File: src/rtl/fe_ctrl_macros.svh
//----------------------------------------------------------
// Widths, queue depth, command addresses and hold-off length
// for the radio front-end control glue. Include where needed.
//----------------------------------------------------------
`ifndef FE_CTRL_MACROS_SVH
`define FE_CTRL_MACROS_SVH

// Command port widths
`define CMD_ADDR_W       2
`define CMD_DATA_W       8

// Command queue entries
`define CMD_FIFO_DEPTH   4

// Cycles of bus_clk before the board is released
`define HOLDOFF_CYCLES   64

// Command addresses, one per control word
`define ADDR_ATR1        2'd0   // Front end 1 ATR pins
`define ADDR_ATR2        2'd1   // Front end 2 ATR pins
`define ADDR_MISC        2'd2   // Band select and ref select
`define ADDR_RADIO_CTRL  2'd3   // Codec reset and MIMO

`endif

File: src/rtl/fe_ctrl_pkg.sv
//----------------------------------------------------------
// Command and control word types shared by the queue and the
// register bank. The address picks the control word view.
//----------------------------------------------------------
`include "fe_ctrl_macros.svh"

package fe_ctrl_pkg;

   // ATR view, also the register type per front end
   typedef struct packed {
      logic tx_enable;     // PA enable
      logic sfdx_rx;       // Full duplex switch, rx side
      logic sfdx_tx;       // Full duplex switch, tx side
      logic srx_rx;        // Rx switch, rx port
      logic srx_tx;        // Rx switch, tx/rx port
      logic led_rx;
      logic led_txrx_rx;
      logic led_txrx_tx;
   } atr_pins_t;

   // Band and reference select view
   typedef struct packed {
      logic [1:0] rsvd;    // Unused
      logic       tx_bandsel_a;
      logic       tx_bandsel_b;
      logic       rx_bandsel_a;
      logic       rx_bandsel_b;
      logic       rx_bandsel_c;
      logic       ref_sel;
   } misc_word_t;

   // Codec control view
   typedef struct packed {
      logic [5:0] rsvd;    // Unused
      logic       codec_arst;
      logic       mimo;
   } radio_word_t;

   // One control word, three decodes
   typedef union packed {
      atr_pins_t   atr;
      misc_word_t  misc;
      radio_word_t radio;
   } ctrl_word_u;

   // One queued command
   typedef struct packed {
      logic [`CMD_ADDR_W-1:0] addr;
      ctrl_word_u             data;
   } cmd_t;

endpackage

File: src/rtl/cmd_if.sv
//----------------------------------------------------------
// Valid/ready command channel between the req/ack slave, the
// queue and the register bank. Transfer on valid && ready.
//----------------------------------------------------------
`include "fe_ctrl_macros.svh"

interface cmd_if;

   logic                   valid;  // Held until accepted
   logic                   ready;
   logic [`CMD_ADDR_W-1:0] addr;   // Target register
   logic [`CMD_DATA_W-1:0] data;   // Control word

   // Producer side
   modport source (
      output valid,
      output addr,
      output data,
      input  ready
   );

   // Consumer side
   modport sink (
      input  valid,
      input  addr,
      input  data,
      output ready
   );

endinterface

File: src/rtl/clock_holdoff.sv
//----------------------------------------------------------
// Holds the board off after reset or PLL lock loss until
// HOLDOFF_CYCLES of clean lock have passed on bus_clk.
//----------------------------------------------------------
`include "fe_ctrl_macros.svh"

module clock_holdoff (
   input  logic bus_clk,
   input  logic reset_global,
   input  logic pll_locked,
   output logic clocks_ready
);

   localparam int CNT_W = $clog2(`HOLDOFF_CYCLES);

   logic [CNT_W-1:0] holdoff_count;
   logic             holdoff_clr;

   // Either event restarts the hold-off at once
   assign holdoff_clr = reset_global | ~pll_locked;

   //----------------------------------------------------------
   // Hold-off counter
   //----------------------------------------------------------
   always_ff @(posedge bus_clk or posedge holdoff_clr) begin
      if (holdoff_clr) begin
         holdoff_count <= '0;
         clocks_ready  <= 1'b0;
      end
      else if (!clocks_ready) begin
         holdoff_count <= holdoff_count + 1'b1;
         // Last count edge releases the board
         clocks_ready  <= (holdoff_count == CNT_W'(`HOLDOFF_CYCLES - 1));
      end
   end

endmodule

File: src/rtl/cmd_req_slave.sv
//----------------------------------------------------------
// Four-phase req/ack slave. Captures one command per req
// pulse and acks only once the queue has taken it.
//----------------------------------------------------------
`include "fe_ctrl_macros.svh"

module cmd_req_slave (
   input  logic                   bus_clk,
   input  logic                   reset_global,
   input  logic                   cmd_req,
   input  logic [`CMD_ADDR_W-1:0] cmd_addr,
   input  logic [`CMD_DATA_W-1:0] cmd_data,
   output logic                   cmd_ack,
   cmd_if.source                  push
);

   typedef enum logic [1:0] {
      S_IDLE,        // Waiting for req
      S_PUSH,        // Offering command to queue
      S_WAIT_LOW     // Ack high, waiting for req to drop
   } state_t;

   state_t                 state;
   logic [`CMD_ADDR_W-1:0] addr_r;
   logic [`CMD_DATA_W-1:0] data_r;

   //----------------------------------------------------------
   // Handshake FSM
   //----------------------------------------------------------
   always_ff @(posedge bus_clk or posedge reset_global) begin
      if (reset_global) begin
         state <= S_IDLE;
      end
      else begin
         case (state)
            S_IDLE:
               if (cmd_req)
                  state <= S_PUSH;
            S_PUSH:
               if (push.ready)          // Queue took it
                  state <= S_WAIT_LOW;
            S_WAIT_LOW:
               if (!cmd_req)
                  state <= S_IDLE;
            default:
               state <= S_IDLE;
         endcase
      end
   end

   // Command capture, once per req pulse
   always_ff @(posedge bus_clk) begin
      if (state == S_IDLE && cmd_req) begin
         addr_r <= cmd_addr;
         data_r <= cmd_data;
      end
   end

   assign push.valid = (state == S_PUSH);
   assign push.addr  = addr_r;
   assign push.data  = data_r;
   assign cmd_ack    = (state == S_WAIT_LOW);  // Straight from state flops

endmodule

File: src/rtl/cmd_fifo.sv
//----------------------------------------------------------
// Circular command queue with occupancy count. Push and pop
// may happen together; ready drops while full.
//----------------------------------------------------------
`include "fe_ctrl_macros.svh"

module cmd_fifo import fe_ctrl_pkg::*; #(
   parameter int DEPTH = `CMD_FIFO_DEPTH
) (
   input  logic  bus_clk,
   input  logic  reset_global,
   cmd_if.sink   push,
   cmd_if.source pop
);

   localparam int PTR_W = (DEPTH > 1) ? $clog2(DEPTH) : 1;
   localparam int CNT_W = $clog2(DEPTH + 1);

   cmd_t             mem [DEPTH];
   logic [PTR_W-1:0] wr_ptr;
   logic [PTR_W-1:0] rd_ptr;
   logic [CNT_W-1:0] count;
   logic             do_push;
   logic             do_pop;

   // Pointer advance with wrap for any depth
   function automatic logic [PTR_W-1:0] next_ptr(input logic [PTR_W-1:0] ptr);
      next_ptr = (ptr == PTR_W'(DEPTH - 1)) ? '0 : ptr + 1'b1;
   endfunction

   assign push.ready = (count != CNT_W'(DEPTH));   // Back-pressure when full
   assign pop.valid  = (count != '0);
   assign do_push    = push.valid & push.ready;
   assign do_pop     = pop.valid & pop.ready;

   //----------------------------------------------------------
   // Pointers and occupancy
   //----------------------------------------------------------
   always_ff @(posedge bus_clk or posedge reset_global) begin
      if (reset_global) begin
         wr_ptr <= '0;
         rd_ptr <= '0;
         count  <= '0;
      end
      else begin
         if (do_push)
            wr_ptr <= next_ptr(wr_ptr);
         if (do_pop)
            rd_ptr <= next_ptr(rd_ptr);
         if (do_push && !do_pop)
            count <= count + 1'b1;
         else if (do_pop && !do_push)
            count <= count - 1'b1;
      end
   end

   // Storage
   always_ff @(posedge bus_clk) begin
      if (do_push)
         mem[wr_ptr] <= {push.addr, push.data};
   end

   // Head entry, visible the cycle after its push
   assign pop.addr = mem[rd_ptr].addr;
   assign pop.data = mem[rd_ptr].data;

endmodule

File: src/rtl/fe_ctrl_regs.sv
//----------------------------------------------------------
// Control register bank. Pops commands once clocks are ready
// and decodes each word into front-end and codec pins.
//----------------------------------------------------------
`include "fe_ctrl_macros.svh"

module fe_ctrl_regs import fe_ctrl_pkg::*; (
   input  logic      bus_clk,
   input  logic      reset_global,
   input  logic      clocks_ready,
   cmd_if.sink       pop,
   output atr_pins_t fe1_atr,
   output atr_pins_t fe2_atr,
   output logic [5:0] misc_pins,
   output logic      codec_reset,
   output logic      mimo
);

   ctrl_word_u word;        // Queue head, seen through its views
   logic       pop_fire;
   logic       codec_arst;  // Software codec reset

   // Drain only while the board is released
   assign pop.ready = clocks_ready;
   assign pop_fire  = pop.valid & clocks_ready;
   assign word      = pop.data;

   //----------------------------------------------------------
   // Registers, zero while clocks are not ready
   //----------------------------------------------------------
   always_ff @(posedge bus_clk or posedge reset_global) begin
      if (reset_global) begin
         fe1_atr    <= '0;
         fe2_atr    <= '0;
         misc_pins  <= '0;
         codec_arst <= 1'b0;
         mimo       <= 1'b0;
      end
      else if (!clocks_ready) begin
         fe1_atr    <= '0;      // Back to safe state
         fe2_atr    <= '0;
         misc_pins  <= '0;
         codec_arst <= 1'b0;
         mimo       <= 1'b0;
      end
      else if (pop_fire) begin
         case (pop.addr)
            `ADDR_ATR1:
               fe1_atr <= word.atr;
            `ADDR_ATR2:
               fe2_atr <= word.atr;
            `ADDR_MISC:
               misc_pins <= {word.misc.tx_bandsel_a,
                             word.misc.tx_bandsel_b,
                             word.misc.rx_bandsel_a,
                             word.misc.rx_bandsel_b,
                             word.misc.rx_bandsel_c,
                             word.misc.ref_sel};
            `ADDR_RADIO_CTRL: begin
               codec_arst <= word.radio.codec_arst;
               mimo       <= word.radio.mimo;
            end
            default: ;
         endcase
      end
   end

   // Codec held in reset until clocks are good
   assign codec_reset = ~clocks_ready | codec_arst;

endmodule

File: src/rtl/radio_fe_ctrl.sv
//----------------------------------------------------------
// Top level of the front-end control glue. Ties hold-off,
// command slave, queue and register bank to the board pins.
//----------------------------------------------------------
`include "fe_ctrl_macros.svh"

module radio_fe_ctrl import fe_ctrl_pkg::*; (
   input  logic                   bus_clk,
   input  logic                   reset_global,
   input  logic                   pll_locked,
   //----------------------------------------------------------
   // Command port
   //----------------------------------------------------------
   input  logic                   cmd_req,
   input  logic [`CMD_ADDR_W-1:0] cmd_addr,
   input  logic [`CMD_DATA_W-1:0] cmd_data,
   output logic                   cmd_ack,
   output logic                   clocks_ready,
   //----------------------------------------------------------
   // Front end 1 and 2 ATR pins
   //----------------------------------------------------------
   output logic tx_enable1, sfdx1_rx, sfdx1_tx, srx1_rx, srx1_tx,
   output logic led_rx1, led_txrx1_rx, led_txrx1_tx,
   output logic tx_enable2, sfdx2_rx, sfdx2_tx, srx2_rx, srx2_tx,
   output logic led_rx2, led_txrx2_rx, led_txrx2_tx,
   //----------------------------------------------------------
   // Band select, reference and codec controls
   //----------------------------------------------------------
   output logic tx_bandsel_a, tx_bandsel_b,
   output logic rx_bandsel_a, rx_bandsel_b, rx_bandsel_c,
   output logic ref_sel,
   output logic codec_reset,
   output logic mimo
);

   cmd_if push_if ();          // Slave to queue
   cmd_if pop_if ();           // Queue to register bank

   atr_pins_t  fe1_atr;
   atr_pins_t  fe2_atr;
   logic [5:0] misc_pins;

   clock_holdoff clock_holdoff_i (
      .bus_clk      (bus_clk),
      .reset_global (reset_global),
      .pll_locked   (pll_locked),
      .clocks_ready (clocks_ready)
   );

   cmd_req_slave cmd_req_slave_i (
      .bus_clk      (bus_clk),
      .reset_global (reset_global),
      .cmd_req      (cmd_req),
      .cmd_addr     (cmd_addr),
      .cmd_data     (cmd_data),
      .cmd_ack      (cmd_ack),
      .push         (push_if.source)
   );

   cmd_fifo #(.DEPTH(`CMD_FIFO_DEPTH)) cmd_fifo_i (
      .bus_clk      (bus_clk),
      .reset_global (reset_global),
      .push         (push_if.sink),
      .pop          (pop_if.source)
   );

   fe_ctrl_regs fe_ctrl_regs_i (
      .bus_clk      (bus_clk),
      .reset_global (reset_global),
      .clocks_ready (clocks_ready),
      .pop          (pop_if.sink),
      .fe1_atr      (fe1_atr),
      .fe2_atr      (fe2_atr),
      .misc_pins    (misc_pins),
      .codec_reset  (codec_reset),
      .mimo         (mimo)
   );

   // Register fields out to pins, same order as the ATR word
   assign {tx_enable1, sfdx1_rx, sfdx1_tx, srx1_rx, srx1_tx,
           led_rx1, led_txrx1_rx, led_txrx1_tx} = fe1_atr;
   assign {tx_enable2, sfdx2_rx, sfdx2_tx, srx2_rx, srx2_tx,
           led_rx2, led_txrx2_rx, led_txrx2_tx} = fe2_atr;
   assign {tx_bandsel_a, tx_bandsel_b, rx_bandsel_a,
           rx_bandsel_b, rx_bandsel_c, ref_sel} = misc_pins;

endmodule

File: config.mk
export PLATFORM = sky130hd
export DESIGN_NAME = radio_fe_ctrl
export DESIGN_NICKNAME = d
export VERILOG_FILES = /design/src/rtl/fe_ctrl_pkg.sv /design/src/rtl/cmd_if.sv /design/src/rtl/clock_holdoff.sv /design/src/rtl/cmd_req_slave.sv /design/src/rtl/cmd_fifo.sv /design/src/rtl/fe_ctrl_regs.sv /design/src/rtl/radio_fe_ctrl.sv
export VERILOG_INCLUDE_DIRS = /design/src /design/src/rtl
export SDC_FILE = /design/constraint.sdc
export NUM_CORES = 1
export LEC_CHECK = 0
export BUFFER_PORTS_ARGS = -buffer_cell sky130_fd_sc_hd__buf_2
export CORE_MARGIN = 10
export CORE_UTILIZATION = 46
export CTS_CLUSTER_SIZE = 25
export DETAILED_ROUTE_END_ITERATION = 8
export PLACE_DENSITY_LB_ADDON = 0.25
export SYNTH_ARGS = -nofsm -noshare
export SYNTH_HDL_FRONTEND = slang
export SYNTH_SLANG_ARGS = --single-unit
File: constraint.sdc
create_clock -name bus_clk -period 3 [get_ports bus_clk]
set_clock_uncertainty 0.2 [all_clocks]
set_input_delay 0.3 -clock bus_clk [delete_from_list [all_inputs] [get_ports bus_clk]]
set_output_delay 0.3 -clock bus_clk [all_outputs]
set_load 0.005 [all_outputs]
Yosys cells after proc, flatten, opt, wreduce, memory -nomap -nowiden
Memory sizes are Yosys's and may differ from the RTL's.
Cells that the tools add are included.

storage, ports and cells
  input port bits = 14
  memories = 1
  output and inout bits = 26
  word-level logic and storage cells = 96
  register bits after elaboration = 50
  memory bits (writable) = 40

cells by class
  muxes and demuxes = 26
  add/subtract/negate cells = 5
  reduce and logical (&&, ||, !) cells = 14
  bitwise logic cells = 6
  equality and inequality tests = 17

memories
  memory          words  width  read ports  clocked after Yosys merged registers in  write ports  line            RTL
  cmd_fifo_i.mem  4      10     1           0                                        1            cmd_fifo.sv:19  cmd_t mem [DEPTH];

operators by type and width
  kind                                                                      number
  8-bit two-way mux                                                         6
  6-bit two-way mux                                                         3
  2-bit equality test (second input constant)                               5
  2-bit two-way mux                                                         5
  2-bit by 1-bit inequality test with 1-bit output (second input constant)  5
  1-bit two-way mux                                                         9
  2-bit AND reduction                                                       4
  6-bit by 1-bit adder with 6-bit output (second input constant)            1
  6-bit equality test (second input constant)                               1
  3-bit two-way mux                                                         2
  2-bit inequality test (second input constant)                             3
  2-bit one-hot mux with 3 select lines                                     1
  2-bit by 1-bit adder with 2-bit output (second input constant)            2
  2-bit by 1-bit equality test with 1-bit output (second input constant)    2
  2-bit logical NOT                                                         2
  3-bit by 1-bit adder with 3-bit output (second input constant)            1
  1-bit logical AND                                                         3
  3-bit inequality test (second input constant)                             1
  3-bit AND reduction                                                       1
  3-bit nonzero test                                                        1
  3-bit by 1-bit subtractor with 3-bit output (second input constant)       1
  1-bit bitwise AND                                                         2
  1-bit logical NOT                                                         2
  1-bit NOT                                                                 2
  2 further kinds                                                           3

Longest topological paths before layout
Gate-level depths: netlist of the first run.

  depth after elaboration = 6
  depth in mapped cells = 9
  depth with buffers taken out = 8

Hierarchy
A second synthesis of the first run with hierarchy kept.

second synthesis, totals
  cells, all modules = 225
  area total of the unflattened synthesis = 3648.5 µm²

modules (own cells, without submodules)
  module         times used  cells an instance  area an instance (µm²)
  cmd_fifo       1           90                 1895.6
  fe_ctrl_regs   1           93                 1042.2
  cmd_req_slave  1           20                 400.4
  clock_holdoff  1           22                 310.3

Least setup slack after synthesis of the first run
Ideal clock, no wire load.

  path type = register to register
  from = register cmd_fifo_i.count[0]
  to = register cmd_fifo_i.count[2]
  required time = 2.721 ns
  library setup time = 0.079 ns
  cell stages (with the launch flop) = 10
  setup slack = 0.709 ns
  arrival = 2.012 ns
  clock period less this slack = 2.291 ns
  path through = dfrtp_1 or3_1 buf_6 nand2_1 ha_1 inv_1 fa_1 xor2_1 nor2_1 xor2_1

between the ends
  longest elaborated chain between the ends = 5
  elaborated cells on any way between the ends = 13

RTL lines
  what                                                                                                 line            RTL
  start: declaration                                                                                   cmd_fifo.sv:22  logic [CNT_W-1:0] count;
  start signal: assignment                                                                             cmd_fifo.sv:51  count <= count + 1'b1;
  start signal: assignment                                                                             cmd_fifo.sv:53  count <= count - 1'b1;
  parallel branches: the longest is 5 deep, another holds 3-bit by 1-bit subtractor with 3-bit output  --

Several ways; the timed one is not identified. The select of a mux whose other input is x is not followed.
A chain may end at the register's enable or synchronous reset.

Worst setup path after layout of the first run
  from = register cmd_fifo_i.count[2]
  to = register cmd_fifo_i.count[2]

between the ends
  longest elaborated chain between the ends = 5
  elaborated cells on any way between the ends = 13

RTL lines
  what                          line            RTL
  3-bit inequality test (*)     cmd_fifo.sv:31  assign push.ready = (count != CNT_W'(DEPTH));
  1-bit bitwise AND (*)         cmd_fifo.sv:33  assign do_push = push.valid & push.ready;
  via cmd_fifo_i.do_push        cmd_fifo.sv:23  logic do_push;
  1-bit logical NOT             cmd_fifo.sv:52  else if (do_pop && !do_push)
  1-bit logical AND             cmd_fifo.sv:52
  2-bit nonzero test (no line)  --

Mark *: on every way through the listed nets, which the timed path passes. The rest lies on a longest branch. The select of a mux whose other input is x is not followed.

==> impl_results.md, run 1 <==
* Die X at between 100 and 150 µm
* Final worst path period share at 0.820
* Initial antenna violation count at 0
* Worst path cell trace: nor3b_1, nor3b_2, ha_1, inv_1, fa_1, xor2_1, nor2_1, xor2_1
* Drt drc at 0
* F_max at 0.406 GHz
* Worst Max-Slew Pin Slew at slightly above 700 ps
* Crit-path leading delay family: simple AND/OR/NAND/NOR gates
* Fillers at 630
* Area grow syn2layout at 17.4%
* RD Place Congestion at roughly 0.7
* I/O pins at 40
* Post-Syn Instances at around 230
* Placed inst area at 4010 µm²
* Vias in the first global route at about 2.0k
* #FFs+latches synth at 90
* CORE AREA at 7770 µm²
* WP data required at ~3000 ps
* Root Driver: clkbuf_8
* Footprint of the multi-input gates at ~1100 µm²
* CTS Buf Count at 9
* H-tree depth at 3
* LEAKAGE at 1.84 nW
* Post-synth EDFFs at 50
* Ys Warns at 0
* Commonest non-fill, non-tap cell in the layout: edfxtp_1
* Rows at 32
* CP Capture Type: flip-flop
* Total Wirelength at ~6.2 mm
* Vias at a little under 2k
* Clk Latency, worst-skew pair at 360 ps
* Bufs on Longest Clock Path at 2
* Final Hold Fails at 0
* Bufs and invs on worst path at 1
* RSZ-0062 raised after global routing: no
* Max-Cap Viols at 0
* Total negative slack at 0 ps
* Crit path max-delay cell type: nor3b_2
* Seq/Total Area, Yosys at 0.676
* Worst path max stage delay at 440 ps
* Design Area, Final at roughly 4300 µm²
* Post-CTS setup buffers at 0
* Top cell by count, worst path: xor2_1
* Rel. slew slack at 0.519
* Nets at around 320
* FF+latch area at ~2500 µm²
* Clock transition at the registers of the reported paths at approximately 90 ps
* Clock sinks at 90
* Utilization after layout at 0.560
* Largest net degree at the start of global routing at 40
* Antenna Diode Count at 0
* First-pass GRT wire length at between 10 and 15 mm
* Maximum vdd drop at about 0.34 mV
* Worst Setup Path Type: reg -> reg
* Avg WL per Cell at 15.4 µm
* Total gr overflow at 0
* Antenna viol nets, final at 0
* Final min period at between 2000 and 2500 ps
* Post-DP HPWL at roughly 4.3 mm
* Synthesized Nets at around 260
* Overall global routing resource usage at 0.113
* FFs w/ async S/R, synth at 0.444
* CTS tree: done
* CP Max Fanout at 10
* Final Max Slew Viols at 0
* 1st-iter DRT viols at 110
* Initial Utilization at 0.476
* Die ar. at 12000 µm²
* Initial DRT Pass Iterations at 4
* Final setup fails at 0
* Startpoint types: flip-flop
* Netlist Area Pre-Place at 3700 µm²
* Arrival time worst endpoint at ~2600 ps
* Via/cell ratio at between 4 and 5
* Count of cell types in the netlist at 38
* Commonest non-fill, non-tap cells in the layout: 50 x edfxtp_1, 40 x dfrtp_1, 39 x buf_2
* Die Y at between 100 and 150 µm
* CTS-repair resized insts at 0
* Layout cells sized above 1 at 0.272
* Pwr Density at 666 nW/µm²
* Post-Syn Area per Cell at roughly 16 µm²
* Status: finished, final reports clean
* Port bufs at 39
* Worst Hold Class: in -> reg
* Main synth FF type: edfxtp_1
cells in the mapped netlist (2+ instances only):
library cell,count,area share
edfxtp_1,50,0.41
dfrtp_1,40,0.27
nand2_1,35,0.035
mux2i_1,26,0.070
mux4_2,8,0.049
ha_1,7,0.024
nor2_1,6,0.0061
nor2b_1,6,0.010
clkbuf_1,5,0.0051
xnor2_1,5,0.012
and2_1,4,0.0068
inv_1,4,0.0041
mux2_2,4,0.012
xor2_1,3,0.0071
a21o_1,2,0.0041
and3_1,2,0.0034
buf_6,2,0.0061
nand2b_1,2,0.0034
nand3_1,2,0.0027
nor3_1,2,0.0027
o21ai_0,2,0.0027
registers in the layout, indices dropped and copies added (netlist names):
register,cells
cmd_fifo_i.mem,40
clock_holdoff_i.holdoff_count,6
fe_ctrl_regs_i.mimo,1
fe_ctrl_regs_i.misc_pins,6
cmd_fifo_i.count,3
cmd_req_slave_i.state,2
cmd_req_slave_i.push.addr,2
fe_ctrl_regs_i.codec_arst,1
cmd_req_slave_i.push.data,8
clock_holdoff_i.clocks_ready,1
cmd_fifo_i.wr_ptr,2
fe_ctrl_regs_i.fe1_atr,8
fe_ctrl_regs_i.fe2_atr,8
cmd_fifo_i.rd_ptr,2
worst min-delay path, cell delays in order:
cell	delay (ps)
buf_2	100
nor2b_1	140
a21oi_1	110
nor2_1	50
metal layers:
metal	global-route usage	vias up	wire, µm
met4	0.0390	0	76
met5	0	-	0
met1	0.143	935	2810
met3	0.0497	7	465
met2	0.171	45	2810
li1	-	956	-
per-stage QoR:
step | setup WS [ps] | hold slack, ps | power [mW] | instances
2_1_floorplan | 709 | 45.3 | 1.94 | 234
5_1_grt | 350 | 167 | 3.05 | 400
4_1_cts | 520 | 138 | 2.94 | 400
3_3_place_gp | 630 | 223 | 2.04 | 371
6_report | 539 | 160 | 2.90 | 400
3_5_place_dp | 546 | 224 | 2.06 | 371
timing repair:
item	CTS	global route
endpoints found under the setup margin	0	0
hold buffers	13	0
hold endpoints to repair	50	0
power by group:
| group | internal, mW | leakage, nW | switching [mW] |
|---|---|---|---|
| combinational | 0.199 | 0.743 | 0.257 |
| sequential | 1.49 | 0.992 | 0.0897 |
| clock | 0.402 | 0.100 | 0.456 |
| total | 2.09 | 1.84 | 0.803 |
area by class of cell:
cell class / count / area share
clock inverters: 7 / 0.0196
repair buffers: 57 / 0.0835
well taps: 102 / 0.0294
flip-flops and latches: 90 / 0.576
multi-input cells: 131 / 0.260
inverters: 4 / 0.00345
clock buffers: 9 / 0.0285
kinds of logic (layout without fill, tap and decap cells):
family,count (synthesis),after routing,synth area share
fa+ha+maj,8,8,0.0291
mux,40,40,0.141
buf+inv,13,77,0.0186
flops,90,90,0.676
simple gates,65,65,0.0842
xor+xnor,8,8,0.0189
compound gates,10,10,0.0318
path summary, 6_finish.rpt:
kind | startpoint | end | slack [ps] | cells past startpoint
max in group asynchronous | reset_global | clock_holdoff_i.holdoff_count[1]$_DFFE_PP0N_ | 1520 | 4
min in group asynchronous | reset_global | fe_ctrl_regs_i.fe1_atr[1]$_DFFE_PP0P_ | 400 | 4
setup / recovery | cmd_fifo_i.count[2]$_DFFE_PP0P_ | cmd_fifo_i.count[2]$_DFFE_PP0P_ | 540 | 8
hold reg to reg | clock_holdoff_i.holdoff_count[5]$_DFFE_PP0N_ | clock_holdoff_i.holdoff_count[5]$_DFFE_PP0N_ | 270 | 1
setup reg to reg | cmd_fifo_i.count[2]$_DFFE_PP0P_ | cmd_fifo_i.count[2]$_DFFE_PP0P_ | 540 | 8
hold / removal | cmd_req | cmd_req_slave_i.state[0]$_DFFE_PP0P_ | 160 | 4
Power figures use the tool's default switching activity.
==> run 2, diff against run 1 <==
clock period = 2.2 ns   (was 3 ns; I/O delays follow)
==> run 2 against run 1 <==
Against the previous run: utilization increased by 2.6 points; sequential power is 37% higher; setup slack worse by 450 ps; sequential share of layout area shrank 2.6 points; fmax grew 17%; register-to-register slack worse by 450 ps.
==> impl_results.md, run 2 (synthesis gave the netlist of run 1 again) <==
* Status: finished, final reports clean
* Largest register by flop count: cmd_fifo_i.mem
* Utilization after layout at 0.586 (+0.0263)
* Int Pwr at 3.12 mW (+49%)
* Pwr Density at 925 nW/µm² (+39%)
* CTS tree: done
* Max reg flops at 40 (unchanged)
* Placed Cells incl. Taps at 382 (+3.0%)
* 1st-iter DRT viols at 45 (-59%)
* CP Capture Type: flip-flop
* Final min period at 2110 ps (-351 ps)
* Max-Cap Viols at 0 (unchanged)
* Vias in the first global route at 2159 (+5.7%)
* Die Y at 110 µm (unchanged)
* Largest net degree at the start of global routing at 37 (-7.5%)
* Rel. slew slack at 0.576 (+0.0573)
* Switching power total at 1.09 mW (+35%)
* RSZ-0062 raised after global routing: no
* Maximum vdd drop at 0.410 mV (+20%)
* H-tree depth at 3 (unchanged)
* Sw frac at 0.258 (-0.0192)
* Reg2reg path depth at 8 (unchanged)
* WP data required at 2280 ps (-810 ps)
* Initial Utilization at 0.476 (unchanged)
* Die ar. at 12000 µm² (unchanged)
* Clock network power share at 0.295 (about the same)
* Share of power burned in registers at 0.513 (-0.033)
* Die X at 110 µm (unchanged)
* Non-filler cells, final at 412 (+3.0%)
* Worst Max-Slew Pin Slew at 635 ps (-85.9 ps)
* Total gr overflow at 0 (unchanged)
* F_max at 0.474 GHz (+17%)
* Total Wirelength at 6.19 mm (+0.47%)
* Worst Setup Path Type: reg -> reg
* Worst Hold Class: in -> reg
* Worst path cell trace: or3_4, nand2_4, ha_4, inv_1, fa_2, xor2_1, nor2_1, xor2_1
* Initial antenna violation count at 0 (unchanged)
* Hold path start: cmd_req
* Reg2reg start: cmd_fifo_i.count[2]$_DFFE_PP0P_
* Final worst path period share at 0.959 (+0.139)
* Arrival time worst endpoint at 2190 ps (-360 ps)
* Clock transition at the registers of the reported paths at 80 ps (about the same)
* First-pass GRT wire length at 10.7 mm (+2.7%)
* Commonest non-fill, non-tap cells in the layout: 50 x edfxtp_1, 39 x dfrtp_1, 39 x buf_2
* Initial DRT Pass Iterations at 4 (unchanged)
* Reg2reg end: cmd_fifo_i.count[2]$_DFFE_PP0P_
* Post-DP HPWL at 4.37 mm (+2.5%)
* Clk Latency, worst-skew pair at 350 ps (about the same)
* Setup WS pre-CTS at -47.9 ps (-594 ps)
* Root Driver: clkbuf_8
* CTS Buf Count at 9 (unchanged)
* CP Max Fanout at 4 (-6)
* Antenna viol nets, final at 0 (unchanged)
* Final setup fails at 0 (unchanged)
* Final Hold Fails at 0 (unchanged)
* Worst path max stage delay at 430 ps (about the same)
* Hold path endpoint: cmd_req_slave_i.state[1]$_DFFE_PP0P_
* Area grow syn2layout at 23.0%
* I/O pins at 40 (unchanged)
* Commonest non-fill, non-tap cell in the layout: edfxtp_1
* Antenna Diode Count at 0 (unchanged)
* Nets at 327 (+3.8%)
* Bufs on Longest Clock Path at 2 (unchanged)
* Top cell by count, worst path: xor2_1
* Drt drc at 0 (unchanged)
* Startpoint types: flip-flop
* LEAKAGE at 1.93 nW (+5.4%)
* Clock sinks at 90 (unchanged)
* Layout cells sized above 1 at 0.316 (+0.0443)
* Hold path depth at 3 (-1)
* Final Max Slew Viols at 0 (unchanged)
* Comb power frac at 0.192 (+0.035)
* Rows at 32 (unchanged)
* Overall global routing resource usage at 0.114 (+0.000920)
* RD Place Congestion at 0.699 (-2.4%)
* Reg2Reg Setup Slack at 90 ps (-450 ps)
* Crit path max-delay cell type: dfrtp_1
* CORE AREA at 7770 µm² (unchanged)
* PnR worst setup slack at 89.8 ps (-449 ps)
* Port bufs at 39 (unchanged)
* Avg WL per Cell at 15.0 µm (-2.5%)
* Vias at 2017 (+3.8%)
* Via/cell ratio at 4.90 (+0.78%)
-- run 2: cell count changes in the layout (fill, tap and decap cells not counted), sizes merged --
cell and change:
clkbuf +3, clkinv +1, buf +12, inv -3, clkinvlp -1
-- run 2: layout make-up --
| type | count | area [µm²] |
|---|---|---|
| clock buffer | 12 | 178 |
| fill | 608 | 3220 |
| sequential | 90 | 2500 |
| inverter | 4 | 15.0 |
| multi-input combinational | 131 | 1170 |
| tap | 102 | 128 |
| timing repair buffer | 69 | 503 |
| clock inverter | 4 | 55.1 |
-- run 2: routing by layer --
layer / part of all wire / track usage
met5: 0 / 0
met4: 0.017 / 0.0428
met3: 0.067 / 0.0404
met2: 0.47 / 0.182
met1: 0.45 / 0.140
-- run 2: how the worst max path moves through the flow --
stage                               startpoint                         endpoint  cells past startpoint
2_1_floorplan  cmd_fifo_i.count[0]$_DFFE_PP0P_  cmd_fifo_i.count[2]$_DFFE_PP0P_                      9
5_1_grt        cmd_fifo_i.count[1]$_DFFE_PP0P_  cmd_fifo_i.count[2]$_DFFE_PP0P_                      8
4_1_cts        cmd_fifo_i.count[2]$_DFFE_PP0P_  cmd_fifo_i.count[2]$_DFFE_PP0P_                      8
3_5_place_dp   cmd_fifo_i.count[0]$_DFFE_PP0P_  cmd_fifo_i.count[1]$_DFFE_PP0P_                      7
3_3_place_gp   cmd_fifo_i.count[0]$_DFFE_PP0P_  cmd_fifo_i.count[1]$_DFFE_PP0P_                      7
6_report       cmd_fifo_i.count[2]$_DFFE_PP0P_  cmd_fifo_i.count[2]$_DFFE_PP0P_                      8
-- run 2: power groups by stage --
stage	sequential, mW	combinational, mW	clock (mW)
floorplan	2.16	0.501	0
global placement	2.18	0.745	0
detailed placement	2.19	0.765	0
CTS	2.16	0.790	1.28
global route	2.19	0.898	1.36
finish	2.16	0.808	1.24
-- run 2: per-stage QoR --
step / hold WS [ps] / setup TNS, ps / instance area [µm²] / power (mW)
6_report: 96.8 / 0 / 4550 / 4.21
3_5_place_dp: 138 / -47.9 / 4150 / 2.96
3_3_place_gp: 145 / 0 / 4150 / 2.92
2_1_floorplan: -34.7 / 0 / 3720 / 2.66
5_1_grt: 102 / 0 / 4550 / 4.45
4_1_cts: 86.4 / 0 / 4520 / 4.23
-- run 2: what timing repair did --
| item | 4_1_cts | 5_1_grt |
|---|---|---|
| gates resized for setup | 1 | 3 |
| cloned | 0 | 0 |
| hold buffers | 13 | 0 |
| setup endpoints to repair | 1 | 10 |
| hold endpoints to repair | 50 | 0 |
| buffers inserted | 0 | 1 |
| pin swaps | 0 | 2 |
-- run 2: critical path: cells and delay by family, from the launching register on --
family	cells	cell delay, ps
AND/OR/NAND/NOR	3	620
adder cells (fa/ha/maj)	2	470
flip-flops	1	430
XOR/XNOR	2	280
buffers and inverters	1	50
==> run 3, diff against run 2 <==
PLACE_DENSITY = 0.73   (was unset)
PLACE_DENSITY_LB_ADDON = unset   (was 0.25)
==> run 3 against run 2 <==
Against the previous run: critical path depth is the same; final area shrank 1.4%; sequential share of layout area grew 0.75 points; flip-flop and latch count is the same; count of clock-buffer cells in the layout shrank 3; largest cell class unchanged; largest power group unchanged.
==> impl_results.md, run 3 (synthesis gave the netlist of run 1 again) <==
* Status: finished, final reports clean
* Non-filler cells, final at 410 (-0.49%)
* Commonest non-fill, non-tap cell in the layout: edfxtp_1
* CP Capture Type: flip-flop
* RD Place Congestion at 0.751 (+7.4%)
* Antenna viol nets, final at 0 (unchanged)
* Root Driver: clkbuf_8
* Die Y at 110 µm (unchanged)
* Nets at 325 (-0.61%)
* Top cell by count, worst path: xor2_1
* Initial antenna violation count at 0 (unchanged)
* Vias in the first global route at 2149 (-0.46%)
* Total gr overflow at 0 (unchanged)
* Switching power total at 1.08 mW (-0.67%)
* Hold path endpoint: cmd_req_slave_i.state[1]$_DFFE_PP0P_
* Crit-path leading delay family: simple AND/OR/NAND/NOR gates
* Final hold slack at 79.0 ps (-17.8 ps)
* F_max at 0.472 GHz (-0.39%)
* Fillers at 614 (+0.99%)
* Final Max Slew Viols at 0 (unchanged)
* Crit path max-delay cell type: dfrtp_1
* WP data required at 2280 ps (about the same)
* Clk Latency, worst-skew pair at 350 ps (about the same)
* Final setup fails at 0 (unchanged)
* Largest net degree at the start of global routing at 36 (-2.7%)
* Final worst path period share at 0.963 (+0.00378)
* Rel. slew slack at 0.558 (-0.0184)
* Share of power burned in registers at 0.522 (+0.009)
* Initial DRT Pass Iterations at 4 (unchanged)
* Die X at 110 µm (unchanged)
* Comb power frac at 0.176 (-0.016)
* Avg WL per Cell at 15.1 µm (+0.39%)
* LEAKAGE at 1.91 nW (-1.3%)
* I/O pins at 40 (unchanged)
* Placed Cells incl. Taps at 380 (-0.52%)
* Via/cell ratio at 4.89 (-0.11%)
* Bufs on Longest Clock Path at 2 (unchanged)
* CTS Buf Count at 9 (unchanged)
* Worst Max-Slew Pin Slew at 663 ps (+27.6 ps)
* Max reg flops at 40 (unchanged)
* Max-Cap Viols at 0 (unchanged)
* Drt drc at 0 (unchanged)
* Worst Hold Class: in -> reg
* Hold path depth at 3 (unchanged)
* Int Pwr at 3.05 mW (-2.4%)
* Die ar. at 12000 µm² (unchanged)
* Worst Setup Path Type: reg -> reg
* 1st-iter DRT viols at 48 (+6.7%)
* Reg2Reg Setup Slack at 80 ps (about the same)
* Arrival time worst endpoint at 2200 ps (about the same)
* Final Hold Fails at 0 (unchanged)
* Vias at 2005 (-0.59%)
* Clock transition at the registers of the reported paths at 90 ps (about the same)
* CP Max Fanout at 4 (unchanged)
* Layout cells sized above 1 at 0.308 (-0.00769)
* Area grow syn2layout at 21.2%
* Overall global routing resource usage at 0.113 (-0.00107)
* Bufs and invs on worst path at 1 (unchanged)
* First-pass GRT wire length at 10.5 mm (-2.1%)
* Reg2reg end: cmd_fifo_i.count[2]$_DFFE_PP0P_
* CTS tree: done
* Clock sinks at 90 (unchanged)
* Rows at 32 (unchanged)
* Total Wirelength at 6.18 mm (about the same)
* Hold path start: cmd_req
* Startpoint types: flip-flop
* Largest register by flop count: cmd_fifo_i.mem
* Sw frac at 0.261 (+0.00345)
* Pwr Density at 919 nW/µm² (-0.59%)
* Final min period at 2120 ps (+8.32 ps)
* Maximum vdd drop at 0.646 mV (+58%)
* H-tree depth at 3 (unchanged)
* RSZ-0062 raised after global routing: yes
* Port bufs at 39 (unchanged)
* Initial Utilization at 0.476 (unchanged)
* CORE AREA at 7770 µm² (unchanged)
* Reg2reg start: cmd_fifo_i.count[0]$_DFFE_PP0P_
* Reg2reg path depth at 8 (unchanged)
* Worst path cell trace: or3_4, nand2_4, ha_4, inv_1, fa_2, xor2_1, nor2_1, xor2_1
* Clock network power share at 0.302 (+0.007)
* Commonest non-fill, non-tap cells in the layout: 50 x edfxtp_1, 40 x dfrtp_1, 39 x buf_2
* Worst path max stage delay at 420 ps (about the same)
* Antenna Diode Count at 0 (unchanged)
* Post-DP HPWL at 4.25 mm (-2.8%)
run 3: changes by cell type in the layout (fill, tap and decap cells not counted):
cell | before | now
buf_12 | 4 | 1
clkbuf_16 | 2 | 0
buf_4 | 13 | 14
bufinv_16 | 1 | 2
clkbuf_1 | 1 | 0
clkinv_8 | 0 | 1
dfrtp_1 | 39 | 40
dfrtp_2 | 1 | 0
inv_6 | 1 | 2
nor3b_1 | 0 | 1
nor3b_4 | 1 | 0
run 3: final cells by class:
| cell class | count | area (µm²) | share of cell area |
|---|---|---|---|
| clock inverters | 7 | 110 | 0.0245 |
| inverters | 4 | 15.0 | 0.00335 |
| multi-input cells | 131 | 1160 | 0.258 |
| flip-flops and latches | 90 | 2500 | 0.558 |
| clock buffers | 9 | 124 | 0.0276 |
| well taps | 102 | 128 | 0.0284 |
| repair buffers | 67 | 450 | 0.100 |
run 3: worst max-delay path by stage:
stage                     cells past startpoint  slack [ps]                               to                            start
after global placement                        8          80  cmd_fifo_i.count[2]$_DFFE_PP0P_  cmd_fifo_i.count[0]$_DFFE_PP0P_
after detailed placement                      8          20  cmd_fifo_i.count[2]$_DFFE_PP0P_  cmd_fifo_i.count[0]$_DFFE_PP0P_
final                                         8          80  cmd_fifo_i.count[2]$_DFFE_PP0P_  cmd_fifo_i.count[0]$_DFFE_PP0P_
after global routing                          8         -40  cmd_fifo_i.count[2]$_DFFE_PP0P_  cmd_fifo_i.count[0]$_DFFE_PP0P_
after floorplan                               9           4  cmd_fifo_i.count[2]$_DFFE_PP0P_  cmd_fifo_i.count[0]$_DFFE_PP0P_
after CTS                                     8          30  cmd_fifo_i.count[2]$_DFFE_PP0P_  cmd_fifo_i.count[0]$_DFFE_PP0P_
run 3: per-stage QoR:
step,TNS [ps],area (µm²),utilization,setup slack (ps),total power [mW]
after floorplan,0,3720,-,3.63,2.66
after global routing,-83.0,4490,0.578,-44.1,4.36
after CTS,0,4460,0.574,26.7,4.15
final,0,4490,0.578,81.5,4.13
after global placement,0,4100,0.528,75.5,2.86
after detailed placement,0,4100,0.528,19.3,2.88
run 3: worst register-to-register path, stage by stage (launching register included):
cell and delay (ps):
dfrtp_1 420, or3_4 420, nand2_4 100, ha_4 140
inv_1 50, fa_2 330, xor2_1 140, nor2_1 120
xor2_1 140
run 3: routing by layer:
| metal | global-route usage | wire [µm] | up-vias |
|---|---|---|---|
| li1 | - | - | 975 |
| met1 | 0.139 | 2780 | 988 |
| met3 | 0.0439 | 368 | 2 |
| met4 | 0.0307 | 29 | 0 |
| met2 | 0.183 | 3010 | 40 |
| met5 | 0 | 0 | - |
run 3: power by group through the flow:
stage | sequential, mW | combinational, mW | clock [mW]
CTS | 2.16 | 0.712 | 1.28
global placement | 2.18 | 0.680 | 0
global route | 2.18 | 0.814 | 1.37
finish | 2.15 | 0.725 | 1.25
detailed placement | 2.19 | 0.692 | 0
floorplan | 2.16 | 0.501 | 0
run 3: repair_timing:
action | 4_1_cts | 5_1_grt
hold buffers | 13 | 0
gates resized for setup | 0 | 1
endpoints found under the hold margin | 50 | 0
endpoints found under the setup margin | 0 | 10
setup buffers | 0 | 1
